==> config.mk <==
export PLATFORM = sky130hd
export DESIGN_NAME = memory_game
export DESIGN_NICKNAME = d
export VERILOG_FILES = /design/src/game_pkg.sv /design/src/sequence_ram.sv /design/src/tone_generator.sv /design/src/game_controller.sv /design/src/memory_game.sv
export VERILOG_INCLUDE_DIRS = /design/src
export SDC_FILE = /design/constraint.sdc
export NUM_CORES = 1
export LEC_CHECK = 0
export BUFFER_PORTS_ARGS = -buffer_cell sky130_fd_sc_hd__buf_4
export CAP_MARGIN = 5
export CELL_PAD_IN_SITES_DETAIL_PLACEMENT = 2
export CELL_PAD_IN_SITES_GLOBAL_PLACEMENT = 2
export CORE_ASPECT_RATIO = 1.25
export CORE_UTILIZATION = 40
export DETAILED_ROUTE_END_ITERATION = 10
export HOLD_SLACK_MARGIN = 0.08
export PLACE_DENSITY = 0.89
export SYNTH_ARGS = -nofsm -noshare
export SYNTH_HDL_FRONTEND = slang
export SYNTH_SLANG_ARGS = --single-unit
==> constraint.sdc <==
create_clock -name clock -period 2.8 [get_ports clock]
set_clock_uncertainty 0.05 [all_clocks]
set_input_delay 0.56 -clock clock [delete_from_list [all_inputs] [get_ports clock]]
set_output_delay 0.56 -clock clock [all_outputs]
set_load 0.05 [all_outputs]
==> src/game_defs.svh <==
/*
 * memory game constants
 *   sequence depth and index width
 *   show, key and alarm timer lengths
 *   tone half-period thresholds per sound
 */

`ifndef GAME_DEFS_SVH
`define GAME_DEFS_SVH

// sequence store
`define GAME_MEM_DEPTH 32
`define GAME_ADDR_W 5

// timers, counted down to zero so a phase lasts value+1 cycles
`define GAME_COUNT_SEQ 33
`define GAME_DEC_SEQ 1
`define GAME_COUNT_KEY 33
`define GAME_COUNT_FIN 8

// tone thresholds, speaker half period is threshold+2 cycles
`define GAME_TONE_ERR 1
`define GAME_TONE_RED 2
`define GAME_TONE_GREEN 3
`define GAME_TONE_YELLOW 4
`define GAME_TONE_BLUE 5
`define GAME_TONE_WIN 6

`endif

==> src/game_pkg.sv <==
/*
 * memory game types
 *   color_t      key color, also the stored sequence entry
 *   sound_t      sound request code to the tone generator
 *   game_state_t controller FSM states
 */

package game_pkg;

    typedef enum logic [1:0] {
        red    = 2'd0,
        green  = 2'd1,
        yellow = 2'd2,
        blue   = 2'd3
    } color_t;

    // low four codes line up with color_t
    typedef enum logic [2:0] {
        snd_red    = 3'd0,
        snd_green  = 3'd1,
        snd_yellow = 3'd2,
        snd_blue   = 3'd3,
        snd_win    = 3'd4,
        snd_loss   = 3'd5
    } sound_t;

    typedef enum logic [4:0] {
        st_idle, st_init, st_new_write,                                      // idle, new round
        st_show_addr, st_show_wait, st_show_on, st_show_lit, st_show_dark,   // show
        st_key_addr, st_key_wait, st_key_poll,                               // key wait
        st_key_led, st_key_lit, st_key_dark,                                 // key echo
        st_err_led, st_err_lit, st_err_dark,                                 // error echo
        st_rep_addr, st_rep_wait, st_rep_on, st_rep_lit, st_rep_dark,        // loss replay
        st_loss_lit, st_loss_dark,                                           // loss alarm
        st_win_tone, st_win_leds                                             // win alarm
    } game_state_t;

endpackage

==> src/sequence_ram.sv <==
/*
 * sequence_ram
 *   color store for the game sequence
 *   single port, synchronous write, registered read
 *   read returns the old word when written at the same address
 */

`timescale 1ns/1ps
`include "game_defs.svh"

module sequence_ram import game_pkg::*; (
    input  logic                    clock,
    input  logic                    rst_n,
    input  logic                    wr,
    input  logic [`GAME_ADDR_W-1:0] addr,
    input  color_t                  wdata,
    output color_t                  rdata
);

    color_t mem [`GAME_MEM_DEPTH];

    always_ff @(posedge clock or negedge rst_n) begin
        if (!rst_n) begin
            rdata <= red;
        end else begin
            rdata <= mem[addr];                // old contents first
        end
    end

    always_ff @(posedge clock) begin
        if (wr) begin
            mem[addr] <= wdata;
        end
    end

endmodule

==> src/tone_generator.sv <==
/*
 * tone_generator
 *   maps the sound code to a half-period threshold
 *   square wave on speaker while play is high
 *   speaker low and counter cleared while play is low
 */

`timescale 1ns/1ps
`include "game_defs.svh"

module tone_generator import game_pkg::*; (
    input  logic   clock,
    input  logic   rst_n,
    input  logic   play,
    input  sound_t sound,
    output logic   speaker
);

    logic [2:0] threshold;
    logic       tone_valid;
    logic [2:0] tone_cnt;

    always_comb begin
        tone_valid = 1'b1;
        case (sound)
            snd_red:    threshold = 3'(`GAME_TONE_RED);
            snd_green:  threshold = 3'(`GAME_TONE_GREEN);
            snd_yellow: threshold = 3'(`GAME_TONE_YELLOW);
            snd_blue:   threshold = 3'(`GAME_TONE_BLUE);
            snd_win:    threshold = 3'(`GAME_TONE_WIN);
            snd_loss:   threshold = 3'(`GAME_TONE_ERR);
            default: begin
                threshold  = 3'd0;
                tone_valid = 1'b0;             // undefined code, stay silent
            end
        endcase
    end

    // counter runs 0..threshold+1, so one half period is threshold+2 cycles
    always_ff @(posedge clock or negedge rst_n) begin
        if (!rst_n) begin
            tone_cnt <= 3'd0;
            speaker  <= 1'b0;
        end else if (!play) begin
            tone_cnt <= 3'd0;
            speaker  <= 1'b0;
        end else if (!tone_valid) begin
            tone_cnt <= 3'd0;                  // hold, speaker keeps its level
        end else if (tone_cnt > threshold) begin
            tone_cnt <= 3'd0;
            speaker  <= ~speaker;
        end else begin
            tone_cnt <= tone_cnt + 3'd1;
        end
    end

endmodule

==> src/game_controller.sv <==
/*
 * game_controller
 *   game FSM for rounds, show, key check, loss replay and alarms
 *   phase timer and per-round shrinking timebase
 *   free-running color counter that supplies each new color
 *   key LED, loss LED and sound request drive
 */

`timescale 1ns/1ps
`include "game_defs.svh"

module game_controller import game_pkg::*; (
    input  logic                    clock,
    input  logic                    rst_n,
    input  logic                    start,
    input  logic [3:0]              keys,
    output logic [3:0]              key_leds,
    output logic                    loss_led,
    output logic                    wr,
    output logic [`GAME_ADDR_W-1:0] addr,
    output color_t                  wdata,
    input  color_t                  rdata,
    output logic                    play,
    output sound_t                  sound
);

    localparam logic [5:0] SEQ_TIME = 6'(`GAME_COUNT_SEQ);
    localparam logic [5:0] SEQ_DEC  = 6'(`GAME_DEC_SEQ);
    localparam logic [5:0] KEY_TIME = 6'(`GAME_COUNT_KEY);
    localparam logic [5:0] FIN_TIME = 6'(`GAME_COUNT_FIN);
    localparam logic [`GAME_ADDR_W-1:0] LAST_ADDR = `GAME_ADDR_W'(`GAME_MEM_DEPTH - 1);

    game_state_t            state;
    logic [`GAME_ADDR_W-1:0] scan_idx;   // position being shown or checked
    logic [`GAME_ADDR_W-1:0] last_idx;   // last index of this round or replay pointer after loss
    logic [5:0]             count;
    logic [5:0]             timebase;
    logic [1:0]             color_cnt;
    color_t                 led_sel;    // key that was pressed
    logic                   key_hit;
    color_t                 key_color;
    logic                   timer_done;

    assign timer_done = (count == 6'd0);

    function automatic logic [3:0] led_of(color_t c);
        led_of = 4'b0001 << c;
    endfunction

    function automatic sound_t sound_of(color_t c);
        sound_of = sound_t'({1'b0, c});
    endfunction

    // each lit phase is followed by its own dark phase
    function automatic game_state_t dark_after(game_state_t s);
        case (s)
            st_show_lit: dark_after = st_show_dark;
            st_key_lit:  dark_after = st_key_dark;
            st_err_lit:  dark_after = st_err_dark;
            default:     dark_after = st_rep_dark;
        endcase
    endfunction

    // lowest key wins
    always_comb begin
        key_hit   = 1'b1;
        key_color = red;
        if (keys[0]) begin
            key_color = red;
        end else if (keys[1]) begin
            key_color = green;
        end else if (keys[2]) begin
            key_color = yellow;
        end else if (keys[3]) begin
            key_color = blue;
        end else begin
            key_hit = 1'b0;
        end
    end

    always_ff @(posedge clock or negedge rst_n) begin
        if (!rst_n) begin
            color_cnt <= 2'd0;
        end else begin
            color_cnt <= color_cnt + 2'd1;     // pseudo-random source
        end
    end

    always_ff @(posedge clock or negedge rst_n) begin
        if (!rst_n) begin
            state    <= st_idle;
            scan_idx <= '0;
            last_idx <= '0;
            count    <= 6'd0;
            timebase <= 6'd0;
            led_sel  <= red;
            key_leds <= 4'd0;
            loss_led <= 1'b0;
            wr       <= 1'b0;
            addr     <= '0;
            wdata    <= red;
            play     <= 1'b0;
            sound    <= snd_red;
        end else if (start) begin
            key_leds <= 4'd0;                  // restart from any state
            loss_led <= 1'b0;
            play     <= 1'b0;
            wr       <= 1'b0;
            state    <= st_init;
        end else begin
            case (state)
                st_idle: state <= st_idle;
                st_init: begin
                    last_idx <= '0;
                    timebase <= SEQ_TIME;
                    state    <= st_new_write;
                end
                st_new_write: begin
                    scan_idx <= '0;
                    wr       <= 1'b1;
                    addr     <= last_idx;      // append one color
                    wdata    <= color_t'(color_cnt);
                    state    <= st_show_addr;
                end
                st_show_addr: begin
                    wr    <= 1'b0;
                    addr  <= scan_idx;
                    state <= st_show_wait;
                end
                st_show_wait: state <= st_show_on;   // ram read latency
                st_show_on, st_rep_on: begin
                    key_leds <= led_of(rdata);
                    play     <= 1'b1;
                    sound    <= sound_of(rdata);
                    count    <= timebase;
                    state    <= (state == st_show_on) ? st_show_lit : st_rep_lit;
                end
                st_show_lit, st_key_lit, st_err_lit, st_rep_lit: begin
                    if (timer_done) begin
                        key_leds <= 4'd0;
                        play     <= 1'b0;
                        count    <= timebase;
                        state    <= dark_after(state);
                    end else begin
                        count <= count - 6'd1;
                    end
                end
                st_show_dark: begin
                    if (!timer_done) begin
                        count <= count - 6'd1;
                    end else if (scan_idx != last_idx) begin
                        scan_idx <= scan_idx + `GAME_ADDR_W'(1);
                        state    <= st_show_addr;
                    end else begin
                        scan_idx <= '0;        // player's turn
                        state    <= st_key_addr;
                    end
                end
                st_key_addr: begin
                    count <= KEY_TIME;
                    addr  <= scan_idx;
                    state <= st_key_wait;
                end
                st_key_wait: state <= st_key_poll;
                st_key_poll: begin
                    if (timer_done) begin
                        loss_led <= 1'b1;      // key timeout
                        last_idx <= '0;
                        state    <= st_rep_addr;
                    end else if (key_hit) begin
                        led_sel <= key_color;
                        play    <= 1'b1;
                        count   <= timebase;
                        if (key_color == rdata) begin
                            sound <= sound_of(key_color);
                            state <= st_key_led;
                        end else begin
                            sound    <= snd_loss;
                            loss_led <= 1'b1;  // wrong key
                            state    <= st_err_led;
                        end
                    end else begin
                        count <= count - 6'd1;
                    end
                end
                st_key_led, st_err_led: begin
                    key_leds <= led_of(led_sel);
                    state    <= (state == st_key_led) ? st_key_lit : st_err_lit;
                end
                st_key_dark: begin
                    if (!timer_done) begin
                        count <= count - 6'd1;
                    end else if (scan_idx != last_idx) begin
                        scan_idx <= scan_idx + `GAME_ADDR_W'(1);
                        state    <= st_key_addr;
                    end else if (last_idx != LAST_ADDR) begin
                        last_idx <= last_idx + `GAME_ADDR_W'(1);   // next round runs faster
                        timebase <= timebase - SEQ_DEC;
                        state    <= st_new_write;
                    end else begin
                        play  <= 1'b1;
                        sound <= snd_win;
                        count <= FIN_TIME;
                        state <= st_win_tone;
                    end
                end
                st_err_dark: begin
                    if (timer_done) begin
                        last_idx <= '0;
                        state    <= st_rep_addr;
                    end else begin
                        count <= count - 6'd1;
                    end
                end
                st_rep_addr: begin
                    addr  <= last_idx;
                    state <= st_rep_wait;
                end
                st_rep_wait: state <= st_rep_on;
                st_rep_dark: begin
                    if (!timer_done) begin
                        count <= count - 6'd1;
                    end else if (last_idx != scan_idx) begin
                        last_idx <= last_idx + `GAME_ADDR_W'(1);
                        state    <= st_rep_addr;
                    end else begin
                        key_leds <= led_of(rdata);   // failed color starts the alarm
                        play     <= 1'b1;
                        sound    <= snd_loss;
                        count    <= FIN_TIME;
                        state    <= st_loss_lit;
                    end
                end
                st_loss_lit: begin
                    if (timer_done) begin
                        key_leds <= 4'd0;
                        play     <= 1'b0;
                        count    <= FIN_TIME;
                        state    <= st_loss_dark;
                    end else begin
                        count <= count - 6'd1;
                    end
                end
                st_loss_dark: begin
                    if (timer_done) begin
                        key_leds <= led_of(rdata);
                        play     <= 1'b1;
                        sound    <= snd_loss;
                        count    <= FIN_TIME;
                        state    <= st_loss_lit;
                    end else begin
                        count <= count - 6'd1;
                    end
                end
                st_win_tone: begin
                    if (timer_done) begin
                        key_leds <= 4'hf;      // all on and silent
                        play     <= 1'b0;
                        count    <= FIN_TIME;
                        state    <= st_win_leds;
                    end else begin
                        count <= count - 6'd1;
                    end
                end
                st_win_leds: begin
                    if (timer_done) begin
                        key_leds <= 4'd0;
                        play     <= 1'b1;
                        sound    <= snd_win;
                        count    <= FIN_TIME;
                        state    <= st_win_tone;
                    end else begin
                        count <= count - 6'd1;
                    end
                end
                default: state <= st_idle;
            endcase
        end
    end

endmodule

==> src/memory_game.sv <==
/*
 * memory_game top level
 *   game_controller  FSM, timers, LEDs
 *   sequence_ram     stored color sequence
 *   tone_generator   speaker square wave
 */

`timescale 1ns/1ps
`include "game_defs.svh"

module memory_game import game_pkg::*; (
    input  logic       clock,
    input  logic       rst_n,
    input  logic       start,
    input  logic [3:0] keys,
    output logic [3:0] key_leds,
    output logic       loss_led,
    output logic       speaker
);

    logic                    wr;
    logic [`GAME_ADDR_W-1:0] addr;
    color_t                  wdata;
    color_t                  rdata;
    logic                    play;
    sound_t                  sound;

    game_controller u_ctrl (
        .clock    (clock),
        .rst_n    (rst_n),
        .start    (start),
        .keys     (keys),
        .key_leds (key_leds),
        .loss_led (loss_led),
        .wr       (wr),
        .addr     (addr),
        .wdata    (wdata),
        .rdata    (rdata),
        .play     (play),
        .sound    (sound)
    );

    sequence_ram u_ram (
        .clock (clock),
        .rst_n (rst_n),
        .wr    (wr),
        .addr  (addr),
        .wdata (wdata),
        .rdata (rdata)
    );

    tone_generator u_tone (
        .clock   (clock),
        .rst_n   (rst_n),
        .play    (play),
        .sound   (sound),
        .speaker (speaker)
    );

endmodule

==> Word-level counts from Yosys, hierarchy flattened <==
Memory sizes are Yosys's and may differ from the RTL's. A register that Yosys moved wholly into a read port is not among the register bits.
Cells that the tools add are included.
{ "word_totals": {"ff_bits": 52, "ram_bits": 64, "mem_count": 1} }
{ "op_classes": {"add_sub_neg": 6, "magnitude_cmp": 1, "n_eq_ne": 73, "shifts": 2, "n_mux": 103, "n_bitwise": 3, "n_reduce_logical": 39} }
{ "memory_table": {"columns": ["memory", "depth", "width", "rd", "rd_ports_with_merged_regs", "wr", "line_no", "source"], "rows": [
  ["u_ram.mem", 32, 2, 1, 1, 1, "sequence_ram.sv:20", "color_t mem [`GAME_MEM_DEPTH];"]
]} }
{ "ops": {"columns": ["cell", "n"], "rows": [
  ["two-way mux 5 bit", 25],
  ["case mux 5 bit (20 select lines)", 1],
  ["two-way mux 6 bit", 13],
  ["== test 5 bit (second input constant)", 10],
  ["case mux 6 bit (8 select lines)", 1],
  ["two-way mux 3 bit", 15],
  ["== test 5 x 4 -> 1 bit (second input constant)", 8],
  ["case mux 3 bit (6 select lines)", 2],
  ["inequality test 3 x 2 -> 1 bit (second input constant)", 11],
  ["case mux 5 bit (3 select lines)", 2],
  ["two-way mux 4 bit", 7],
  ["two-way mux 1 bit", 26],
  ["inequality test 2 x 1 -> 1 bit (second input constant)", 12],
  ["case mux 4 bit (6 select lines)", 1],
  ["inequality test 3 bit (second input constant)", 7],
  ["== test 5 x 3 -> 1 bit (second input constant)", 4],
  ["case mux 5 bit (4 select lines)", 1],
  ["AND reduction 10 bit", 2],
  ["OR reduction 6 bit", 3],
  ["nonzero test 7 bit", 2],
  ["OR reduction 2 bit", 7],
  ["case mux 6 bit (2 select lines)", 1],
  ["subtractor 6 x 1 -> 6 bit (second input constant)", 2],
  ["AND reduction 11 bit", 1],
  ["37 further kinds", 63]
]} }

==> Longest topological paths before layout <==
Gate-level depths: netlist (run 1).
{ "depth": {"ltp_word": 10, "ltp_mapped": 11, "depth_no_buf": 9} }

==> Cells and area by module <==
A second synthesis (run 1) with hierarchy kept.
{ "unflattened": {"hier_cells": 667, "area_unflattened_um2": 6857.8} }
{ "modules_own_cells": {"columns": ["module", "n_inst", "cells_each", "area_per_inst_um2", "seq_area_each_um2"], "rows": [
  ["game_controller", 1, 458, 3752.3, 1201.2],
  ["sequence_ram", 1, 179, 2773.9, 1971.9],
  ["tone_generator", 1, 30, 331.6, 100.1]
]} }

==> Least setup slack after synthesis (run 1) <==
Ideal clock, no wire load.
{ "synth_timing": {"path_type": "register to register", "start": "register u_ctrl.count[0]", "end": "register u_ctrl.sound[0]", "setup_time_ps": 128, "arrival_ps": 2428, "t_required_ps": 2622, "path_slack_ps": 194, "path_stages_with_launch": 11, "synth_period_minus_slack_ps": 2606, "path_cell_list": "dfrtp_1 > inv_1 > ha_1 > or4b_1 > buf_2 > or2_1 > buf_6 > nor3_1 > o21ai_1 > a211oi_2 > mux2_1"} }
{ "synth_between": {"elab_chain_cells": 3, "word_cells_on_any_way": 7} }
{ "synth_lines": {"columns": ["item", "line_no", "source"], "rows": [
  ["from (decl)", "game_controller.sv:36", "logic [5:0] count;"],
  ["from (signal assigned)", "game_controller.sv:135", "count <= timebase;"],
  ["from (signal assigned)", "game_controller.sv:142", "count <= timebase;"],
  ["from (signal assigned)", "game_controller.sv:145", "count <= count - 6'd1;"],
  ["logical NOT 6 bit *", "game_controller.sv:44", "assign timer_done = (count == 6'd0);"],
  ["inequality test 2 x 1 -> 1 bit (no source line) / inequality test 2 bit (equally long branches)", null, null],
  ["AND reduction 11 bit (no source line) *", null, null],
  ["to (signal assigned)", "game_controller.sv:103", "sound <= snd_red;"],
  ["to (signal assigned)", "game_controller.sv:134", "sound <= sound_of(rdata);"],
  ["to (signal assigned)", "game_controller.sv:175", "sound <= sound_of(key_color);"],
  ["to (decl)", "game_controller.sv:24", "output sound_t sound"]
]} }
Every way passes the cells marked *; elsewhere a longest branch is shown, timed or not.
A chain may end at the register's enable or synchronous reset.

==> Worst setup path after layout (run 1) <==
{ "layout_timing": {"start": "register u_ctrl.state[0]", "end": "register u_ctrl.last_idx[0]"} }
{ "layout_between": {"elab_chain_cells": 4, "word_cells_on_any_way": 15} }
{ "layout_lines": {"columns": ["item", "line_no", "source"], "rows": [
  ["from (decl)", "game_controller.sv:33", "game_state_t state;"],
  ["from (signal assigned)", "game_controller.sv:91", "state <= st_idle;"],
  ["from (signal assigned)", "game_controller.sv:109", "state <= st_init;"],
  ["from (signal assigned)", "game_controller.sv:112", "st_idle: state <= st_idle;"],
  ["== test 5 x 4 -> 1 bit / == test 5 bit (equally long branches)", "game_controller.sv:111", "case (state)"],
  ["OR reduction 2 bit (no source line)", null, null],
  ["inequality test 2 x 1 -> 1 bit (no source line) / nonzero test 4 bit (equally long branches)", null, null],
  ["AND reduction 8 bit (no source line)", null, null],
  ["to (signal assigned)", "game_controller.sv:197", "last_idx <= last_idx + `GAME_ADDR_W'(1);"],
  ["to (signal assigned)", "game_controller.sv:224", "last_idx <= last_idx + `GAME_ADDR_W'(1);"],
  ["to (decl)", "game_controller.sv:35", "logic [`GAME_ADDR_W-1:0] last_idx;"]
]} }
Parallel ways exist; a longest one is shown, timed or not.

==> metrics.yaml, run 1 <==
synth_sequential_area_ratio_pct: 49.81
netlist-cell-type-count: 69
areaGrowthSynthToFinish_pct: 17.57
yosysMostFrequentCell: "nor2_1"
wl_per_cell_um: 26.24
final_antenna_net_count: 0
worst_hold_slack_ns: 0.1456
grt.overflow.total: 0
fp.dieH_um: 145.3
use_met1_pct: 32.53
ys_async_sr_fraction_pct: 45.76
firstDrtPassIters: 5
synth_edf_count: 64
setup_violations: 0
grtUsageMet3_pct: 5.639
irDropWorstVdd_mv: 0.3417
diodes: 0
hold_class: "input pin to asynchronous set/reset pin"
ys_ff_latch: 118
fin_total_pwr_w: 0.005305
finalHoldViolCount: 0
drtIter0Drc: 393
cp_max_fo: 10
initial_core_util_pct: 40.73
fin_crit_sh_pct: 96.39
p_leak_nw: 2.881
synth_flop_cell: "edfxtp_1"
htree_levels: 4
grt_util_met2_pct: 54.91
clock-sinks: 118
cts_made_buffers: 17
p_per_area_mw_per_mm2: 686.6
arrival_ns: 2.96
die_x_um: 116.6
synth_top_area_share_pct: 29.25
syn_area_mm2: 0.006571
drv_cap: 0
core_area_mm2: 0.01614
crit_path_top_delay_cell: "dfrtp_1"
worstMarginPinSlew_ns: 1.029
cts_tree: "yes"
path_clk_slew_ns: 0.06
max-slew-margin-rel_pct: 31.38
crit_type: "flop to flop"
hold_buffers: 0
insertion_delay_ns: 0.43
drc: 0
critPathLaunchType: "flop"
dpl.cell_count: 876
via_per_inst: 6.198
num_vias: 5646
antenna_found_initial: 0
busiest_layer: "met2"
hpwl_um: 15800
maxSlewViolCount: 0
synthTopCellsByCount: "nor2_1 (85), edfxtp_1 (64), nand2_1 (55), dfrtp_1 (54), o21ai_0 (37)"
rows: 52
slowest_delay_ns: 0.55
syn_avg_cell_area_um2: 10.24
clockBufferDepth: 2
critPathRequiredTime_ns: 3.06
syn_inst: 642
finalCriticalPeriod_ns: 2.699
cp.buffers_inverters: 0
grt_max_degree: 55
cts_root_buf: "clkbuf_16"
routed_wl_um: 23910
ios: 13
layout.nets: 698
instances_no_fill: 911
cp_common_cell: "nor3_1"
yosysWarnings: 0
drive_above_1_share_pct: 18.13
gp_congestion: 0.8953
port_buffers: 12
synth_area_leaders: "edfxtp_1 (29%), dfrtp_1 (21%), mux4_2 (5.5%)"
track_usage_pct: 30.23
status: "finished clean"
die_area_mm2: 0.01695
yosysTopAreaCell: "edfxtp_1"
grt_pass1_wl_um: 37410
syn_nets: 658
grt_pass1_vias: 6452
path_cells: "or2_2 -> nor3_1 -> a21oi_1 -> nor3_1 -> o21a_1 -> mux2_1"
end_kind: "flop"
max_freq_mhz: 370.5
critPathTopFamily: "simple AND/OR/NAND/NOR gates"
[power by group]
group          total, W  leakage, nW  switching, W  internal, W
clock           0.00210        0.261      0.000878      0.00122
combinational  0.000875         1.33      0.000529     0.000346
sequential      0.00233         1.29      0.000287      0.00205
[worst paths after layout]
path | from | to | slack, ns | cells after the start
setup / recovery | u_ctrl.state[0] | u_ctrl.last_idx[0] | 0.10 | 6
hold / removal | rst_n | u_ctrl.count[2] | 0.15 | 1
setup reg to reg | u_ctrl.state[0] | u_ctrl.last_idx[0] | 0.10 | 6
hold reg to reg | u_ctrl.color_cnt[1] | u_ctrl.color_cnt[1] | 0.43 | 1
max in group asynchronous | rst_n | u_ctrl.state[4] | 2.01 | 1
min in group clock | keys[0] | u_ctrl.led_sel[0] | 0.31 | 2
[flip-flops by register name, summed over array words and instances (netlist names), 2 cells and up]
signal	count
u_ctrl.count	6
u_ctrl.led_sel	2
u_ctrl.color_cnt	2
u_ctrl.scan_idx	5
u_ctrl.wdata	2
u_ctrl.addr	5
u_ctrl.last_idx	5
u_ctrl.timebase	6
u_ctrl.state	5
u_ctrl.sound	3
u_ctrl.key_leds	4
u_tone.tone_cnt	3
u_ram.mem	64
u_ram.rdata	2
[cells in the final DEF, fill, tap and decap left out, types with 8 or more instances in the layout]
| master | instances |
|---|---|
| nor2_1 | 84 |
| mux4_2 | 16 |
| inv_1 | 24 |
| nand2b_1 | 15 |
| mux2i_1 | 14 |
| ha_1 | 8 |
| nor3_1 | 19 |
| buf_4 | 54 |
| a21oi_1 | 30 |
| o21ai_0 | 37 |
| nand3_1 | 14 |
| o22ai_1 | 10 |
| clkbuf_16 | 17 |
| dfrtp_1 | 52 |
| xnor2_1 | 16 |
| edfxtp_1 | 64 |
| nand2_1 | 55 |
| nor2b_1 | 10 |
[per-stage QoR]
stage | utilization (%) | setup slack, ns | setup TNS, ns | cell area, um2
3_3_place_gp | 44.00 | 0.1417 | 0 | 7099
2_1_floorplan | - | 0.1944 | 0 | 6571
4_1_cts | 47.62 | 0.02694 | 0 | 7684
5_1_grt | 47.88 | -0.006732 | -0.006732 | 7726
6_report | 47.88 | 0.1012 | 0 | 7726
3_5_place_dp | 44.00 | -0.04841 | -0.1419 | 7099
[cells by family (layout without fill, tap and decap cells)]
group                      after synthesis  in the layout  synth area share, %
DFF                                    118            118                49.81
AOI/OAI and AO/OA                      154            154                15.46
muxes                                   36             36                8.644
adders and majority gates               10             10                1.866
buffers and inverters                   60            113                3.694
xor gates and xnor gates                20             20                2.666
and+or+nand+nor                        244            244                17.86
[final cells by class]
type                            count  area, um2
Clock buffer                       17      425.4
Clock inverter                     15      130.1
Fill cell                        1656       8409
Inverter                           26      97.59
Multi-Input combinational cell    464       3102
Sequential cell                   118       3276
Tap cell                          216      270.3
Timing Repair Buffer               55      425.4
[per-layer routing]
layer	wire [um]	vias to the layer above
met5	0	-
met4	1014	0
met3	817	87
li1	-	2451
met2	13260	172
met1	8821	2936
[what timing repair did]
action / CTS / global route
resized for setup: 4 / 9
buffers inserted: 2 / 1
pin swaps: 2 / 2
setup endpoints to repair: 5 / 12
Note: power is estimated with default switching activity, not from simulation.
==> run 2, diff against run 1 <==
--- a/config.mk
+++ b/config.mk
@@ -10,11 +10,10 @@
 export CAP_MARGIN = 5
 export CELL_PAD_IN_SITES_DETAIL_PLACEMENT = 2
 export CELL_PAD_IN_SITES_GLOBAL_PLACEMENT = 2
-export CORE_ASPECT_RATIO = 1.25
 export CORE_UTILIZATION = 40
 export DETAILED_ROUTE_END_ITERATION = 10
 export HOLD_SLACK_MARGIN = 0.08
-export PLACE_DENSITY = 0.89
+export PLACE_DENSITY_LB_ADDON = 0.1
 export SYNTH_ARGS = -nofsm -noshare
 export SYNTH_HDL_FRONTEND = slang
 export SYNTH_SLANG_ARGS = --single-unit
==> run 2 against run 1 <==
- sequential share of layout area fell by 0.50 points
- register-to-register slack got worse by 0.03 ns
- sequential power barely moved
- worst hold slack improved by 0.015 ns
- worst setup slack got worse by 0.026 ns
- critical endpoint is now u_ctrl.sound[2]
==> metrics.yaml, run 2 (synthesized netlist as in run 1, its figures left out) <==
arrival_ns: 2.97
firstDrtPassIters: 5
gp_congestion: 0.8762
die_x_um: 130.2
critPathRequiredTime_ns: 3.05
dpl.cell_count: 891
path_cells: "buf_12 -> xor2_1 -> nand2_1 -> o21ai_0 -> a211oi_4 -> mux2_1"
num_vias: 5409
core_area_mm2: 0.01594
pre_cts_ws_ns: 0.02059
max-slew-margin-rel_pct: 28.17
setup_violations: 0
p_leak_nw: 2.945
grt.overflow.total: 0
fp.dieH_um: 130.2
irDropWorstVdd_mv: 0.5020
die_area_mm2: 0.01694
regMostFlops: "u_ram.mem"
final_cell_mix: "nor2_1 (84), buf_4 (67), edfxtp_1 (64)"
htree_levels: 4
cts_root_buf: "clkbuf_16"
layout.nets: 711
hold_buffers: 0
largest_register_ffs: 64
final_antenna_net_count: 0
clock-sinks: 118
path_clk_slew_ns: 0.06
drv_cap: 0
drive_above_1_share_pct: 19.21
track_usage_pct: 27.68
insertion_delay_ns: 0.42
routed_wl_um: 21910
critPathLaunchType: "flop"
setup_ws_ns: 0.07482
antenna_found_initial: 0
p_per_area_mw_per_mm2: 674.1
status: "finished clean"
drtIter0Drc: 238
max_freq_mhz: 366.9
hold_class: "input pin to asynchronous set/reset pin"
r2r_cells: 6
cts_tree: "yes"
crit_path_top_delay_cell: "dfrtp_1"
slowest_delay_ns: 0.75
end_kind: "flop"
drc: 0
wl_per_cell_um: 23.71
fin_tns_setup_ns: 0
hpwl_um: 15250
fin_crit_sh_pct: 97.33
reg.largest.list: "u_ram.mem (64), u_ctrl.count (6), u_ctrl.timebase (6)"
finalHoldViolCount: 0
diodes: 0
placed_area_mm2: 0.007212
crit_type: "flop to flop"
grt_pass1_wl_um: 34450
grt_pass1_vias: 5998
finalCriticalPeriod_ns: 2.725
fin_area_mm2: 0.007815
port_buffers: 12
instances_no_fill: 924
fin_total_pwr_w: 0.005268
layout_commonest_cell: "nor2_1"
cts_made_buffers: 17
grt_max_degree: 55
initial_core_util_pct: 41.22
clockBufferDepth: 2
rows: 46
maxSlewViolCount: 0
worstMarginPinSlew_ns: 1.077
cp_max_fo: 15
ios: 13
areaGrowthSynthToFinish_pct: 18.93
via_per_inst: 5.854
-- run 2: changes by cell type in the layout (fill, tap and decap cells not counted), sizes merged --
| cell | previous run | this run |
|---|---|---|
| inv | 28 | 29 |
| clkinv | 8 | 7 |
| buf | 55 | 68 |
| clkinvlp | 4 | 3 |
| clkbuf | 17 | 18 |
-- run 2: metal layers --
metal | GRT usage, % | vias to the layer above | part of all wire [%]
met5 | 0 | - | 0
met4 | 9.781 | 0 | 1.7
met3 | 4.592 | 28 | 3.3
met2 | 50.13 | 108 | 53
met1 | 32.97 | 2800 | 41
li1 | - | 2473 | -
-- run 2: worst paths after layout --
kind                                     startpoint                  end  slack [ns]
worst max-delay path                u_ctrl.state[4]      u_ctrl.sound[2]        0.07
worst min-delay path                          rst_n      u_ctrl.count[0]        0.16
worst max register to register      u_ctrl.state[4]      u_ctrl.sound[2]        0.07
worst min register to register  u_ctrl.color_cnt[0]  u_ctrl.color_cnt[0]        0.40
max in group asynchronous                     rst_n      u_ctrl.state[3]        1.99
min in group clock                          keys[0]    u_ctrl.led_sel[0]        0.33
-- run 2: power by group --
group	switching [W]	internal [W]	leakage [nW]	total (W)
logic	0.000485	0.000354	1.39	0.000839
clock network	0.000879	0.00123	0.267	0.00210
registers	0.000278	0.00205	1.29	0.00232
-- run 2: through the flow --
step / hold WS, ns / util [%]
floorplan: 0.2144 / -
global placement: 0.3855 / 45.24
detailed placement: 0.4022 / 45.24
CTS: 0.1781 / 48.85
global route: 0.2169 / 49.02
finish: 0.1602 / 49.02
-- run 2: layout make-up --
type                    instances  area (um2)
flip-flops and latches        118        3274
repair buffers                 68       523.0
clock inverters                14       126.4
fillers                      1653        8128
multi-input cells             464        3094
inverters                      26       97.59
well taps                     216       270.3
clock buffers                  18       429.2
-- run 2: repair_timing --
action	in CTS	in global routing
setup buffers	1	0
pin swaps	1	2
endpoints found under the setup margin	4	9
gates resized for setup	3	7
-- run 2: worst max-delay path: cells and delay by family, from the launching register on --
family                 cells  cell delay (ns)
AO/OA/AOI/OAI              2             0.51
XOR/XNOR                   1             0.43
buffers and inverters      1             0.23
flip-flops                 1             0.75
multiplexers               1             0.35
AND/OR/NAND/NOR            1             0.28
